==> config.mk <==
export PLATFORM = sky130hd
export DESIGN_NAME = ooo_core
export DESIGN_NICKNAME = d
export VERILOG_FILES = /design/src/design/ooo_pkg.sv /design/src/design/reorder_buffer.sv /design/src/design/rename_dispatch.sv /design/src/design/alu_branch_unit.sv /design/src/design/ooo_core.sv
export VERILOG_INCLUDE_DIRS = /design/src /design/src/design
export SDC_FILE = /design/constraint.sdc
export NUM_CORES = 2
export LEC_CHECK = 0
export BUFFER_PORTS_ARGS = -buffer_cell sky130_fd_sc_hd__buf_2
export CAP_MARGIN = 20
export CELL_PAD_IN_SITES_DETAIL_PLACEMENT = 1
export CELL_PAD_IN_SITES_GLOBAL_PLACEMENT = 1
export CORE_MARGIN = 2
export CORE_UTILIZATION = 50
export CTS_CLUSTER_SIZE = 8
export DETAILED_ROUTE_END_ITERATION = 12
export PLACE_DENSITY_LB_ADDON = 0.05
export REMOVE_ABC_BUFFERS = 1
export SETUP_SLACK_MARGIN = 0.3
export SLEW_MARGIN = 10
export SYNTH_ARGS = -nofsm -noshare
export SYNTH_HDL_FRONTEND = slang
export SYNTH_SLANG_ARGS = --single-unit
==> constraint.sdc <==
create_clock -name clk -period 5.9 [get_ports clk]
set_input_delay 1.18 -clock clk [delete_from_list [all_inputs] [get_ports clk]]
set_output_delay 1.18 -clock clk [all_outputs]
set_load 0.01 [all_outputs]
==> src/design/ooo_consts.svh <==
// ------------------------------
// Back end constants
// Data width, register count and
// re-order buffer sizing
// ------------------------------
`ifndef OOO_CONSTS_SVH
`define OOO_CONSTS_SVH

// Data words and instruction addresses
`define OOO_DATA_WIDTH 32
// Architectural registers, 4-bit index
`define OOO_NUM_REGS 16
// Wrap bit on top of the slot bits
`define OOO_TAG_WIDTH 4
// Entries in the re-order buffer
`define OOO_ROB_DEPTH (1 << (`OOO_TAG_WIDTH - 1))

`endif

==> src/design/ooo_pkg.sv <==
// ------------------------------
// Back end package
// Operation codes and the structs
// passed between the blocks
// ------------------------------
`default_nettype none
`include "ooo_consts.svh"

package ooo_pkg;

    typedef logic [`OOO_DATA_WIDTH-1:0]       data_t;
    typedef logic [$clog2(`OOO_NUM_REGS)-1:0] reg_idx_t;
    typedef logic [`OOO_TAG_WIDTH-1:0]        tag_t;

    // Memory classes are reserved
    typedef enum logic [1:0] {OP_INT, OP_BR, OP_LD, OP_ST} op_t;

    typedef enum logic [1:0] {FUNC_ADD, FUNC_SUB, FUNC_AND, FUNC_XOR} alu_func_t;

    typedef struct packed {
        op_t       op;
        alu_func_t func;
        reg_idx_t  rd;
        reg_idx_t  rs1;
        reg_idx_t  rs2;
        logic      use_imm;
        data_t     imm;
        data_t     iaddr;
    } instr_t;

    typedef struct packed {
        logic      valid;
        op_t       op;
        alu_func_t func;
        logic      use_imm;
        data_t     opa;
        data_t     opb;
        data_t     imm;
        data_t     iaddr;
        tag_t      tag;
    } issue_t;

    // exc marks a taken branch
    typedef struct packed {
        logic  en;
        tag_t  tag;
        data_t data;
        logic  exc;
    } cdb_t;

    typedef struct packed {
        logic     en;
        logic     wr_en;
        reg_idx_t rd;
        data_t    data;
        tag_t     tag;
    } commit_t;

    typedef struct packed {
        logic  en;
        data_t target;
    } redirect_t;

    typedef struct packed {
        logic     en;
        op_t      op;
        reg_idx_t rd;
    } rob_alloc_t;

endpackage

`default_nettype wire

==> src/design/reorder_buffer.sv <==
// ------------------------------
// Re-order buffer
// Holds in-flight results, commits
// in order, flushes on taken branch
// ------------------------------
`default_nettype none
`include "ooo_consts.svh"

module reorder_buffer (
    input  wire                        clk,
    input  wire                        n_rst,
    // Allocation from dispatch
    input  wire ooo_pkg::rob_alloc_t   i_alloc,
    output ooo_pkg::tag_t              o_alloc_tag,
    output logic                       o_full,
    // Result writeback
    input  wire ooo_pkg::cdb_t         i_cdb,
    // Source operand lookup
    input  wire ooo_pkg::tag_t         i_lookup_tag [2],
    output logic                       o_lookup_rdy [2],
    output ooo_pkg::data_t             o_lookup_data [2],
    // Retirement and flush
    output ooo_pkg::commit_t           o_commit,
    output ooo_pkg::redirect_t         o_redirect
);
    import ooo_pkg::*;

    localparam int SLOT_W = `OOO_TAG_WIDTH - 1;

    // Entry storage, ready bits are control state
    logic [`OOO_ROB_DEPTH-1:0] rob_rdy;
    logic                      rob_exc  [`OOO_ROB_DEPTH];
    op_t                       rob_op   [`OOO_ROB_DEPTH];
    reg_idx_t                  rob_rd   [`OOO_ROB_DEPTH];
    data_t                     rob_data [`OOO_ROB_DEPTH];

    // Allocate at head, retire at tail
    tag_t head;
    tag_t tail;

    logic [SLOT_W-1:0] head_slot;
    logic [SLOT_W-1:0] tail_slot;
    logic [SLOT_W-1:0] cdb_slot;

    logic empty;
    logic alloc_fire;
    logic tail_rdy;
    logic tail_taken;
    logic commit_fire;

    assign head_slot = head[SLOT_W-1:0];
    assign tail_slot = tail[SLOT_W-1:0];
    assign cdb_slot  = i_cdb.tag[SLOT_W-1:0];

    // Same slot, wrap bits equal means empty, different means full
    assign empty  = (head == tail);
    assign o_full = (head == {~tail[`OOO_TAG_WIDTH-1], tail[SLOT_W-1:0]});

    assign alloc_fire  = i_alloc.en && !o_full;
    assign o_alloc_tag = head;

    // Tail entry state
    assign tail_rdy    = !empty && rob_rdy[tail_slot];
    assign tail_taken  = tail_rdy && rob_exc[tail_slot] && (rob_op[tail_slot] == OP_BR);
    assign commit_fire = tail_rdy && !tail_taken;

    // Operand lookup, bus result takes priority over stored entry
    for (genvar i = 0; i < 2; i++) begin : g_lookup
        logic                 cdb_hit;
        logic [SLOT_W-1:0]    lk_slot;

        assign lk_slot          = i_lookup_tag[i][SLOT_W-1:0];
        assign cdb_hit          = i_cdb.en && (i_cdb.tag == i_lookup_tag[i]);
        assign o_lookup_rdy[i]  = cdb_hit || rob_rdy[lk_slot];
        assign o_lookup_data[i] = cdb_hit ? i_cdb.data : rob_data[lk_slot];
    end

    // Head-of-line commit, register write for integer ops only
    always_comb begin
        o_commit.en    = commit_fire;
        o_commit.wr_en = commit_fire && (rob_op[tail_slot] == OP_INT);
        o_commit.rd    = rob_rd[tail_slot];
        o_commit.data  = rob_data[tail_slot];
        o_commit.tag   = tail;
    end

    // Taken branch at tail, stored data is the target
    always_comb begin
        o_redirect.en     = tail_taken;
        o_redirect.target = rob_data[tail_slot];
    end

    // Pointers
    always_ff @(posedge clk, negedge n_rst) begin
        if (!n_rst) begin
            head <= '0;
            tail <= '0;
        end else if (tail_taken) begin
            // Drop the branch and everything younger
            head <= tail + tag_t'(1);
            tail <= tail + tag_t'(1);
        end else begin
            if (alloc_fire) begin
                head <= head + tag_t'(1);
            end
            if (commit_fire) begin
                tail <= tail + tag_t'(1);
            end
        end
    end

    // Ready bits, cleared on allocation and set by the bus
    always_ff @(posedge clk, negedge n_rst) begin
        if (!n_rst) begin
            rob_rdy <= '0;
        end else begin
            if (alloc_fire) begin
                rob_rdy[head_slot] <= 1'b0;
            end
            if (i_cdb.en) begin
                rob_rdy[cdb_slot] <= 1'b1;
            end
        end
    end

    // Entry payload
    always_ff @(posedge clk) begin
        if (alloc_fire) begin
            rob_exc[head_slot] <= 1'b0;
            rob_op[head_slot]  <= i_alloc.op;
            rob_rd[head_slot]  <= i_alloc.rd;
        end
        // Bus never targets the slot being allocated
        if (i_cdb.en) begin
            rob_exc[cdb_slot]  <= i_cdb.exc;
            rob_data[cdb_slot] <= i_cdb.data;
        end
    end

endmodule

`default_nettype wire

==> src/design/rename_dispatch.sv <==
// ------------------------------
// Rename and dispatch
// Register file, rename table,
// operand resolution and issue
// ------------------------------
`default_nettype none
`include "ooo_consts.svh"

module rename_dispatch (
    input  wire                        clk,
    input  wire                        n_rst,
    input  wire ooo_pkg::instr_t       i_instr,
    input  wire                        i_instr_valid,
    output logic                       o_stall,
    // Re-order buffer allocation
    output ooo_pkg::rob_alloc_t        o_alloc,
    input  wire ooo_pkg::tag_t         i_alloc_tag,
    input  wire                        i_rob_full,
    // Operand lookup
    output ooo_pkg::tag_t              o_lookup_tag [2],
    input  wire                        i_lookup_rdy [2],
    input  wire ooo_pkg::data_t        i_lookup_data [2],
    input  wire ooo_pkg::cdb_t         i_cdb,
    input  wire ooo_pkg::commit_t      i_commit,
    input  wire ooo_pkg::redirect_t    i_redirect,
    output ooo_pkg::issue_t            o_issue
);
    import ooo_pkg::*;

    // Architectural state and rename table
    data_t                   regs    [`OOO_NUM_REGS];
    tag_t                    reg_tag [`OOO_NUM_REGS];
    logic [`OOO_NUM_REGS-1:0] busy;

    reg_idx_t src_idx  [2];
    logic     src_rdy  [2];
    data_t    src_data [2];

    logic need_rs2;
    logic srcs_ok;
    logic accept;
    logic has_rd;
    logic commit_wr;

    assign src_idx[0] = i_instr.rs1;
    assign src_idx[1] = i_instr.rs2;

    // Branches compare both sources, immediates replace rs2
    assign need_rs2  = (i_instr.op == OP_BR) || !i_instr.use_imm;
    assign has_rd    = (i_instr.op == OP_INT);
    assign commit_wr = i_commit.en && i_commit.wr_en;

    for (genvar i = 0; i < 2; i++) begin : g_src
        assign o_lookup_tag[i] = reg_tag[src_idx[i]];

        // Register file, then commit, then bus, then buffer
        always_comb begin
            if (!busy[src_idx[i]]) begin
                src_rdy[i]  = 1'b1;
                src_data[i] = regs[src_idx[i]];
            end else if (commit_wr && (i_commit.tag == reg_tag[src_idx[i]])) begin
                src_rdy[i]  = 1'b1;
                src_data[i] = i_commit.data;
            end else if (i_cdb.en && (i_cdb.tag == reg_tag[src_idx[i]])) begin
                src_rdy[i]  = 1'b1;
                src_data[i] = i_cdb.data;
            end else begin
                src_rdy[i]  = i_lookup_rdy[i];
                src_data[i] = i_lookup_data[i];
            end
        end
    end

    assign srcs_ok = src_rdy[0] && (src_rdy[1] || !need_rs2);

    // No reservation station, so wait here for operands
    assign o_stall = i_rob_full || i_redirect.en || (i_instr_valid && !srcs_ok);
    assign accept  = i_instr_valid && !o_stall;

    always_comb begin
        o_alloc.en = accept;
        o_alloc.op = i_instr.op;
        o_alloc.rd = i_instr.rd;
    end

    always_ff @(posedge clk, negedge n_rst) begin
        if (!n_rst) begin
            for (int r = 0; r < `OOO_NUM_REGS; r++) begin
                regs[r]    <= '0;
                reg_tag[r] <= '0;
            end
            busy <= '0;
        end else begin
            // Retired value always lands, even if renamed again since
            if (commit_wr) begin
                regs[i_commit.rd] <= i_commit.data;
            end
            if (i_redirect.en) begin
                busy <= '0;
            end else begin
                if (commit_wr && (reg_tag[i_commit.rd] == i_commit.tag)) begin
                    busy[i_commit.rd] <= 1'b0;
                end
                // New producer overrides a clear on the same register
                if (accept && has_rd) begin
                    busy[i_instr.rd]    <= 1'b1;
                    reg_tag[i_instr.rd] <= i_alloc_tag;
                end
            end
        end
    end

    // Issue register, valid only in the cycle after acceptance
    always_ff @(posedge clk, negedge n_rst) begin
        if (!n_rst) begin
            o_issue <= '0;
        end else if (accept) begin
            o_issue <= '{valid:   1'b1,
                         op:      i_instr.op,
                         func:    i_instr.func,
                         use_imm: i_instr.use_imm,
                         opa:     src_data[0],
                         opb:     src_data[1],
                         imm:     i_instr.imm,
                         iaddr:   i_instr.iaddr,
                         tag:     i_alloc_tag};
        end else begin
            o_issue.valid <= 1'b0;
        end
    end

endmodule

`default_nettype wire

==> src/design/alu_branch_unit.sv <==
// ------------------------------
// Integer and branch unit
// Two stages, result goes out on
// the common data bus
// ------------------------------
`default_nettype none

module alu_branch_unit (
    input  wire                        clk,
    input  wire                        n_rst,
    input  wire ooo_pkg::issue_t       i_issue,
    input  wire ooo_pkg::redirect_t    i_redirect,
    output ooo_pkg::cdb_t              o_cdb
);
    import ooo_pkg::*;

    data_t opb_sel;
    data_t result;
    logic  taken;

    // Stage one result, held in bus format
    cdb_t  s1_q;

    assign opb_sel = i_issue.use_imm ? i_issue.imm : i_issue.opb;

    always_comb begin
        taken = 1'b0;
        if (i_issue.op == OP_BR) begin
            // Equal sources means taken, predicted not taken
            result = i_issue.iaddr + i_issue.imm;
            taken  = (i_issue.opa == i_issue.opb);
        end else begin
            case (i_issue.func)
                FUNC_ADD: result = i_issue.opa + opb_sel;
                FUNC_SUB: result = i_issue.opa - opb_sel;
                FUNC_AND: result = i_issue.opa & opb_sel;
                default:  result = i_issue.opa ^ opb_sel;
            endcase
        end
    end

    // Flush kills whatever is in either stage
    always_ff @(posedge clk, negedge n_rst) begin
        if (!n_rst) begin
            s1_q  <= '0;
            o_cdb <= '0;
        end else begin
            s1_q.en   <= i_issue.valid && !i_redirect.en;
            s1_q.tag  <= i_issue.tag;
            s1_q.data <= result;
            s1_q.exc  <= taken;

            o_cdb.en   <= s1_q.en && !i_redirect.en;
            o_cdb.tag  <= s1_q.tag;
            o_cdb.data <= s1_q.data;
            o_cdb.exc  <= s1_q.exc;
        end
    end

endmodule

`default_nettype wire

==> src/design/ooo_core.sv <==
// ------------------------------
// Out-of-order back end top
// Dispatch, execute, re-order
// ------------------------------
`default_nettype none

module ooo_core (
    input  wire                        clk,
    input  wire                        n_rst,
    input  wire ooo_pkg::instr_t       i_instr,
    input  wire                        i_instr_valid,
    output logic                       o_stall,
    output ooo_pkg::commit_t           o_commit,
    output ooo_pkg::redirect_t         o_redirect
);
    import ooo_pkg::*;

    // Dispatch to buffer
    rob_alloc_t alloc;
    tag_t       alloc_tag;
    logic       rob_full;
    tag_t       lookup_tag [2];
    logic       lookup_rdy [2];
    data_t      lookup_data [2];

    // Execute path
    issue_t     issue;
    cdb_t       cdb;

    reorder_buffer reorder_buffer_i (
        .clk           (clk),
        .n_rst         (n_rst),
        .i_alloc       (alloc),
        .o_alloc_tag   (alloc_tag),
        .o_full        (rob_full),
        .i_cdb         (cdb),
        .i_lookup_tag  (lookup_tag),
        .o_lookup_rdy  (lookup_rdy),
        .o_lookup_data (lookup_data),
        .o_commit      (o_commit),
        .o_redirect    (o_redirect)
    );

    rename_dispatch rename_dispatch_i (
        .clk           (clk),
        .n_rst         (n_rst),
        .i_instr       (i_instr),
        .i_instr_valid (i_instr_valid),
        .o_stall       (o_stall),
        .o_alloc       (alloc),
        .i_alloc_tag   (alloc_tag),
        .i_rob_full    (rob_full),
        .o_lookup_tag  (lookup_tag),
        .i_lookup_rdy  (lookup_rdy),
        .i_lookup_data (lookup_data),
        .i_cdb         (cdb),
        .i_commit      (o_commit),
        .i_redirect    (o_redirect),
        .o_issue       (issue)
    );

    alu_branch_unit alu_branch_unit_i (
        .clk        (clk),
        .n_rst      (n_rst),
        .i_issue    (issue),
        .i_redirect (o_redirect),
        .o_cdb      (cdb)
    );

endmodule

`default_nettype wire

## Yosys cells after proc, flatten, opt, wreduce, memory -nomap -nowiden

Memory sizes are Yosys's and may differ from the RTL's.
Cells that the tools add are included.

| storage, ports and cells | value |
|---|---|
| memory bits (writable) | 312 |
| output and inout port bits | 76 |
| logic and storage cells | 221 |
| register bits after elaboration | 822 |
| memories | 4 |
| bits of input ports | 84 |

Memory list:

| name | words | bits a word | read ports | clocked after memory_dff | write ports | line | RTL |
|---|---|---|---|---|---|---|---|
| reorder_buffer_i.rob_data | 8 | 32 | 3 | 0 | 1 | reorder_buffer.sv:35 | `` data_t rob_data [`OOO_ROB_DEPTH]; `` |
| reorder_buffer_i.rob_rd | 8 | 4 | 1 | 0 | 1 | reorder_buffer.sv:34 | `` reg_idx_t rob_rd [`OOO_ROB_DEPTH]; `` |
| reorder_buffer_i.rob_op | 8 | 2 | 1 | 0 | 1 | reorder_buffer.sv:33 | `` op_t rob_op [`OOO_ROB_DEPTH]; `` |
| reorder_buffer_i.rob_exc | 8 | 1 | 1 | 0 | 2 | reorder_buffer.sv:32 | `` logic rob_exc [`OOO_ROB_DEPTH]; `` |

| cells by class | value |
|---|---|
| mux-type cells | 70 |
| equal/unequal tests | 13 |
| reductions and logical operators | 43 |
| bitwise logic cells | 14 |
| $add $sub $neg | 5 |
| magnitude comparators | 19 |

Operator list:

| cell | count |
|---|---|
| bitwise mux 512 bit | 1 |
| two-way mux 32 bit | 13 |
| binary-select mux 32 bit (select 4 bit) | 2 |
| demux 32 bit (select 4 bit) | 1 |
| case mux 32 bit (3 select lines) | 1 |
| adder 32 bit | 2 |
| bitwise mux 64 bit | 1 |
| two-way mux 16 bit | 4 |
| binary-select mux 4 bit (select 4 bit) | 3 |
| two-way mux 4 bit | 11 |
| bitwise AND 32 bit | 1 |
| == test 32 bit | 1 |
| subtractor 32 bit | 1 |
| XOR 32 bit | 1 |
| == test 4 bit | 7 |
| logical AND 1 bit | 24 |
| two-way mux 1 bit | 21 |
| >= comparator 5 bit (second input constant) | 4 |
| < comparator 3 x 4 -> 1 bit (second input constant) | 5 |
| < comparator 4 x 5 -> 1 bit (second input constant) | 4 |
| inverter 4 -> 5 bit | 4 |
| bitwise AND 16 bit | 1 |
| demux 4 bit (select 4 bit) | 1 |
| two-way mux 8 bit | 2 |
| 21 further kinds | 48 |

## Depth between registers and ports, before layout

| depth | value |
|---|---|
| word-level depth | 23 |
| gate-level depth with buffers | 25 |
| gate-level depth less buffers | 21 |

## Cells and area by module

Synthesis repeated with hierarchy kept, for this count alone.

| second synthesis, totals | value |
|---|---|
| cells, all modules | 4415 |
| area, all modules | 65262.6 µm² |

Modules (own cells, without submodules):

| module | cells an instance | area each (µm²) | sequential area each (µm²) | times used |
|---|---|---|---|---|
| rename_dispatch | 2532 | 39650.5 | 18267.5 | 1 |
| reorder_buffer | 964 | 17669.4 | 9769.4 | 1 |
| alu_branch_unit | 919 | 7942.6 | 1901.8 | 1 |

## Least setup slack after synthesis

Ideal clock, no wire load.

| timing | value |
|---|---|
| path type | reg-to-reg |
| from | register rename_dispatch_i.o_issue[132] (netlist name) |
| to | register alu_branch_unit_i.s1_q[32] (netlist name) |
| cell stages (with the launch flop) | 25 |
| path buffers | 5 |
| setup slack | 0.535 ns |
| clock period less this slack | 5.365 ns |
| setup time | 0.141 ns |
| arrival | 5.224 ns |
| required time | 5.759 ns |
| cell sequence | dfrtp_1 clkbuf_1 clkbuf_1 buf_1 clkbuf_1 mux2i_1 ha_1 nand2_1 or3_1 nand2b_1 o21ai_0 xor2_1 ha_1 clkbuf_1 nand3_1 nor2_1 nand2_1 a21oi_1 o21ai_0 o31a_1 nor2_1 a41oi_1 a2111o_1 o21ai_0 a211oi_1 |

| on the way | value |
|---|---|
| longest elaborated chain between the ends | 4 |
| elaborated cells on any way between the ends | 7 |
| those cells by class | add/sub: 2; mux: 3; bitwise: 2 |

Ends and longest elaborated chain:

| what | line | RTL |
|---|---|---|
| start: declaration | rename_dispatch.sv:26 | `output ooo_pkg::issue_t o_issue` |
| start signal: assignment | rename_dispatch.sv:118 | `o_issue <= '{valid: 1'b1,` |
| two-way mux 32 bit * | alu_branch_unit.sv:24 | `assign opb_sel = i_issue.use_imm ? i_issue.imm : i_issue.opb;` |
| subtractor 32 bit, or another cell as far along | alu_branch_unit.sv:35 | `FUNC_SUB: result = i_issue.opa - opb_sel;` |
| case mux 32 bit (3 select lines) * | alu_branch_unit.sv:33 | `case (i_issue.func)` |
| two-way mux 32 bit * | alu_branch_unit.sv:28 | `if (i_issue.op == OP_BR) begin` |
| net alu_branch_unit_i.result[31] | alu_branch_unit.sv:18 | `data_t result;` |
| end: declaration | alu_branch_unit.sv:22 | `cdb_t s1_q;` |

The timed path passes the listed nets; every way through them passes the cells marked *.
A chain may end at the register's enable or synchronous reset.

## Worst setup path after layout

| timing | value |
|---|---|
| from | register reorder_buffer_i.tail[0] |
| to | output o_stall |

| on the way | value |
|---|---|
| longest elaborated chain between the ends | 17 |
| elaborated cells on any way between the ends | 30 |
| those cells by class | eq/ne: 5; mux: 6; reduce/logical: 17; memory: 2 |

Ends and longest elaborated chain:

| what | line | RTL |
|---|---|---|
| start: declaration | reorder_buffer.sv:39 | `tag_t tail;` |
| start signal: assignment | reorder_buffer.sv:101 | `tail <= tail + tag_t'(1);` |
| start signal: assignment | reorder_buffer.sv:107 | `tail <= tail + tag_t'(1);` |
| binary-select mux 1 bit (select 3 bit) or == test 4 bit (tied branches) | reorder_buffer.sv:63, reorder_buffer.sv:56 |  |
| two-way mux 1 bit (implied by the code) or zero test 1 bit (tied branches) | reorder_buffer.sv:63 | `assign tail_rdy = !empty && rob_rdy[tail_slot];` |
| logical AND 1 bit | reorder_buffer.sv:63 |  |
| logical AND 1 bit (2 in a row) | reorder_buffer.sv:64 | `assign tail_taken = tail_rdy && rob_exc[tail_slot] && (rob_op[tail_slot] == OP_BR);` |
| zero test 1 bit | reorder_buffer.sv:65 | `assign commit_fire = tail_rdy && !tail_taken;` |
| logical AND 1 bit | reorder_buffer.sv:65 |  |
| logical AND 1 bit | reorder_buffer.sv:81 | `o_commit.wr_en = commit_fire && (rob_op[tail_slot] == OP_INT);` |
| logical AND 1 bit | rename_dispatch.sv:51 | `assign commit_wr = i_commit.en && i_commit.wr_en;` |
| logical AND 1 bit | rename_dispatch.sv:61 | `end else if (commit_wr && (i_commit.tag == reg_tag[src_idx[i]])) begin` |
| two-way mux 1 bit | rename_dispatch.sv:61 |  |
| two-way mux 1 bit | rename_dispatch.sv:58 | `if (!busy[src_idx[i]]) begin` |
| logical OR 1 bit | rename_dispatch.sv:74 | `assign srcs_ok = src_rdy[0] && (src_rdy[1] \|\| !need_rs2);` |
| logical AND 1 bit | rename_dispatch.sv:74 |  |
| zero test 1 bit | rename_dispatch.sv:77 | `assign o_stall = i_rob_full \|\| i_redirect.en \|\| (i_instr_valid && !srcs_ok);` |
| logical AND 1 bit | rename_dispatch.sv:77 |  |
| logical OR 1 bit * | rename_dispatch.sv:77 |  |
| end: declaration | ooo_core.sv:12 | `output logic o_stall,` |

Mark *: on every way between the ends. The rest lies on a longest branch, timed or not. The select of a mux whose other input is x is not followed.

==> reports/results.tsv <==
metric	value	unit
Comb pwr share	47.0	%
pin count of the biggest net entering global routing	147	
final-report hold violation count	0	
DRC	0	
met3 WL	16.1	mm
P per Cell Area	602	mW/mm²
Synth Cell Area	0.0616	mm²
RSZ-0062 raised after global routing	false	
top cells by area, synth	dfrtp_1 (33%), mux4_2 (21%), edfxtp_1 (15%)	
first-pass GRT wire length	306	mm
Yosys reg bits	1134	
Max stage delay on crit path	750	ps
Initial Util	50.5	%
sequential fraction of design power	32.5	%
crit-path max FO	24	
Fmax achieved	190	MHz
Clock Tree Root	clkbuf_16	
max layer used	met5	
Placement Cell Area	0.0643	mm²
fraction of layout cells with a size suffix above 1	23.5	%
WL per Instance	30.3	µm
WP buf/inv	2	
Mapped Avg Cell Area	12.3	µm²
Synth top area share	33.4	%
met1 WL	85.3	mm
Final ANT Viol Nets	0	
setup bufs post-CTS	0	
first-pass iteration count of the detailed router	5	
initial antenna violation count	5	
fin crit period	5250	ps
Final period util	89.0	%
1st-iter DRT viols	4210	
clock buffer count from CTS	160	
required arrival time at the worst endpoint	4720	ps
Final Instance Area	0.0688	mm²
register area share after synthesis	48.6	%
Synth area leader	dfrtp_1	
worst min-delay path class	reg2reg	
GPL Wtd Cong	0.878	
routed vias/inst	6.57	
area grow syn2layout	11.7	%
proportion of power drawn by the clock network	20.6	%
CTS tree	built	
WL final	204	mm
Sw Pwr	0.0175	W
status	finished, final reports clean	
Port-buffer cells	159	
worst slew pin tran	1150	ps
hpwl dp	130	mm
Rows	128	
Distinct cells, synth	77	
Die Wd	355	µm
GRT Residual Overflow	0	
placed insts	6508	
Largest delay share family, worst path	simple AND/OR/NAND/NOR gates	
die area	0.126	mm²
Critical Path End Type	output port	
GRT Total Usage	32.8	%
clk slew on worst S/H paths	50	ps
CTS Sinks	1134	
Clock Path Buffers	3	
Final Slew Violations	0	
final core utilization	56.4	%
H-tree levels	4	
Mapped Cells	5016	
skew final	36.8	ps
Final #Nets	5229	
Fillers	12200	
CP max-delay cell	dfrtp_4	
switching part of the total power	42.3	%
Max-Slew Margin vs Limit	21.7	%
WS Path Type	reg2out	
synth cell count leaders	dfrtp_1 (822), nor2_1 (620), a21oi_1 (613)	
Clk Latency, worst-skew pair	790	ps
Ports	160	
crit start category	register	
crit-path cells	mux4_2, mux2_2, nand3b_1, inv_2, o31ai_1, nor4_4, nor2b_1, nand4_1, nand2_1, nand2_1, nand2_1, buf_2	
worst vdd ir	0.401	mV
Final setup viols	0	
die height	355	µm
top-count cell post-synth	dfrtp_1	
Post-synth top flop	dfrtp_1	
number of flops mapped to enable cells by yosys	312	
Critical Path AT	4070	ps
Static Leak	28.4	nW
area occupied by multi-input gates	0.0298	mm²
vias in the first global route	46700	
Core Region	0.122	mm²
Reg area	0.0300	mm²
most frequent cell on the critical path	nand2_1	
fin cells	6739	
synth warn	0	
asr flop ratio synth	72.5	%
met2 routed WL	97.2	mm
P_int	0.0239	W
maxcap violations	0	
vias	44300	
## cell families (layout without fill, tap and decap cells)
| group | after synthesis | in the layout | synth area share (%) |
|---|---|---|---|
| flops | 1134 | 1134 | 48.6 |
| buf+inv | 525 | 622 | 3.59 |
| other cells | 0 | 1 | 0 |
| compound gates | 1112 | 1112 | 10.4 |
| simple gates | 1175 | 1175 | 8.07 |
| mux | 829 | 829 | 25.3 |
| xor+xnor | 142 | 142 | 2.02 |
| fa+ha+maj | 99 | 99 | 2.03 |
## worst register-to-register path, cell delays in order, from the launching register on
cell and delay [ps]:
dfrtp_2 540, buf_4 460, mux2i_1 390, o21ai_0 140, nor4_1 350, nor3b_2 370
nor2_1 100, xnor2_1 140, ha_1 400, a21o_1 260, a21o_1 180, a21oi_1 180
o21ai_0 150, nor3_1 190, o31a_1 200, nor2_1 70, a41oi_1 350, a2111o_1 200
o21ai_0 80, a211oi_1 160
## flip-flops by register name (all words and copies together), names as in the netlist
name and flops:
reorder_buffer_i.rob_rd 32, alu_branch_unit_i.o_cdb 38, reorder_buffer_i.rob_rdy 8, reorder_buffer_i.rob_exc 8
rename_dispatch_i.reg_tag 64, reorder_buffer_i.rob_op 16, rename_dispatch_i.busy 16, reorder_buffer_i.o_alloc_tag 4
reorder_buffer_i.rob_data 256, rename_dispatch_i.o_issue 138, rename_dispatch_i.regs 512, alu_branch_unit_i.s1_q 38
reorder_buffer_i.tail 4
## layout make-up
cell class	count	share of cell area, %
Antenna cell	1	0.00364
Clock buffer	215	6.16
Clock inverter	14	0.384
Inverter	86	0.471
Multi-Input combinational cell	3357	43.3
Sequential cell	1134	43.5
Tap cell	1625	2.95
Timing Repair Buffer	307	3.25
## layer usage
layer | vias to the layer above | GRT usage, %
met4 | 6 | 9.37
met5 | - | 0
met1 | 23300 | 45.4
met3 | 379 | 7.17
li1 | 18800 | -
met2 | 1791 | 52.4
## final timing paths
| check | from | end | slack [ps] | cells after the start |
|---|---|---|---|---|
| worst max-delay path | reorder_buffer_i.tail[0] | o_stall | 650 | 12 |
| worst min-delay path | alu_branch_unit_i.s1_q[21] | alu_branch_unit_i.o_cdb[21] | 340 | 0 |
| worst max register to register | rename_dispatch_i.o_issue[132] | alu_branch_unit_i.s1_q[32] | 920 | 19 |
| worst min register to register | alu_branch_unit_i.s1_q[21] | alu_branch_unit_i.o_cdb[21] | 340 | 0 |
| max in group asynchronous | n_rst | reorder_buffer_i.tail[1] | 4120 | 2 |
| min in group asynchronous | n_rst | reorder_buffer_i.rob_rdy[7] | 390 | 1 |
## metrics by stage
step / hold slack (ps) / TNS (ps) / total power, W / worst slack, ps
after floorplan: 331 / -1878580 / 0.0255 / -4560
after global placement: 332 / 0 / 0.0321 / 446
after detailed placement: 336 / 0 / 0.0326 / 418
after CTS: 342 / 0 / 0.0414 / 438
after global routing: 346 / 0 / 0.0439 / 436
final: 339 / 0 / 0.0414 / 650
## what timing repair did
item / CTS / global route
gates resized for setup: 0 / 2
hold buffers: 0 / 0
endpoints found under the setup margin: 0 / 2
## placed cells by master, fill, tap and decap left out, types with 14 or more instances in the layout
master and count:
a211oi_1 82, a21o_1 57, a21oi_1 613, a22o_1 32, a22oi_1 17, buf_12 22
buf_2 150, buf_4 130, clkbuf_1 53, clkbuf_16 161, dfrtp_1 816, edfxtp_1 312
ha_1 97, inv_1 82, mux2_2 79, mux2i_1 152, mux4_2 569, nand2_1 348
nand2b_1 20, nand3_1 29, nand4_1 14, nor2_1 598, nor2_4 22, nor2b_1 47
nor3_1 21, o211ai_1 18, o21ai_0 151, o22ai_1 67, xnor2_1 81, xor2_1 61
## power by group through the flow
stage	clock network, W	registers [W]	logic (W)
after floorplan	0	0.0127	0.0129
after global placement	0	0.0133	0.0188
after detailed placement	0	0.0134	0.0192
after CTS	0.00867	0.0134	0.0194
after global routing	0.00897	0.0138	0.0212
final	0.00853	0.0135	0.0195
Power figures use the tool's default switching activity.
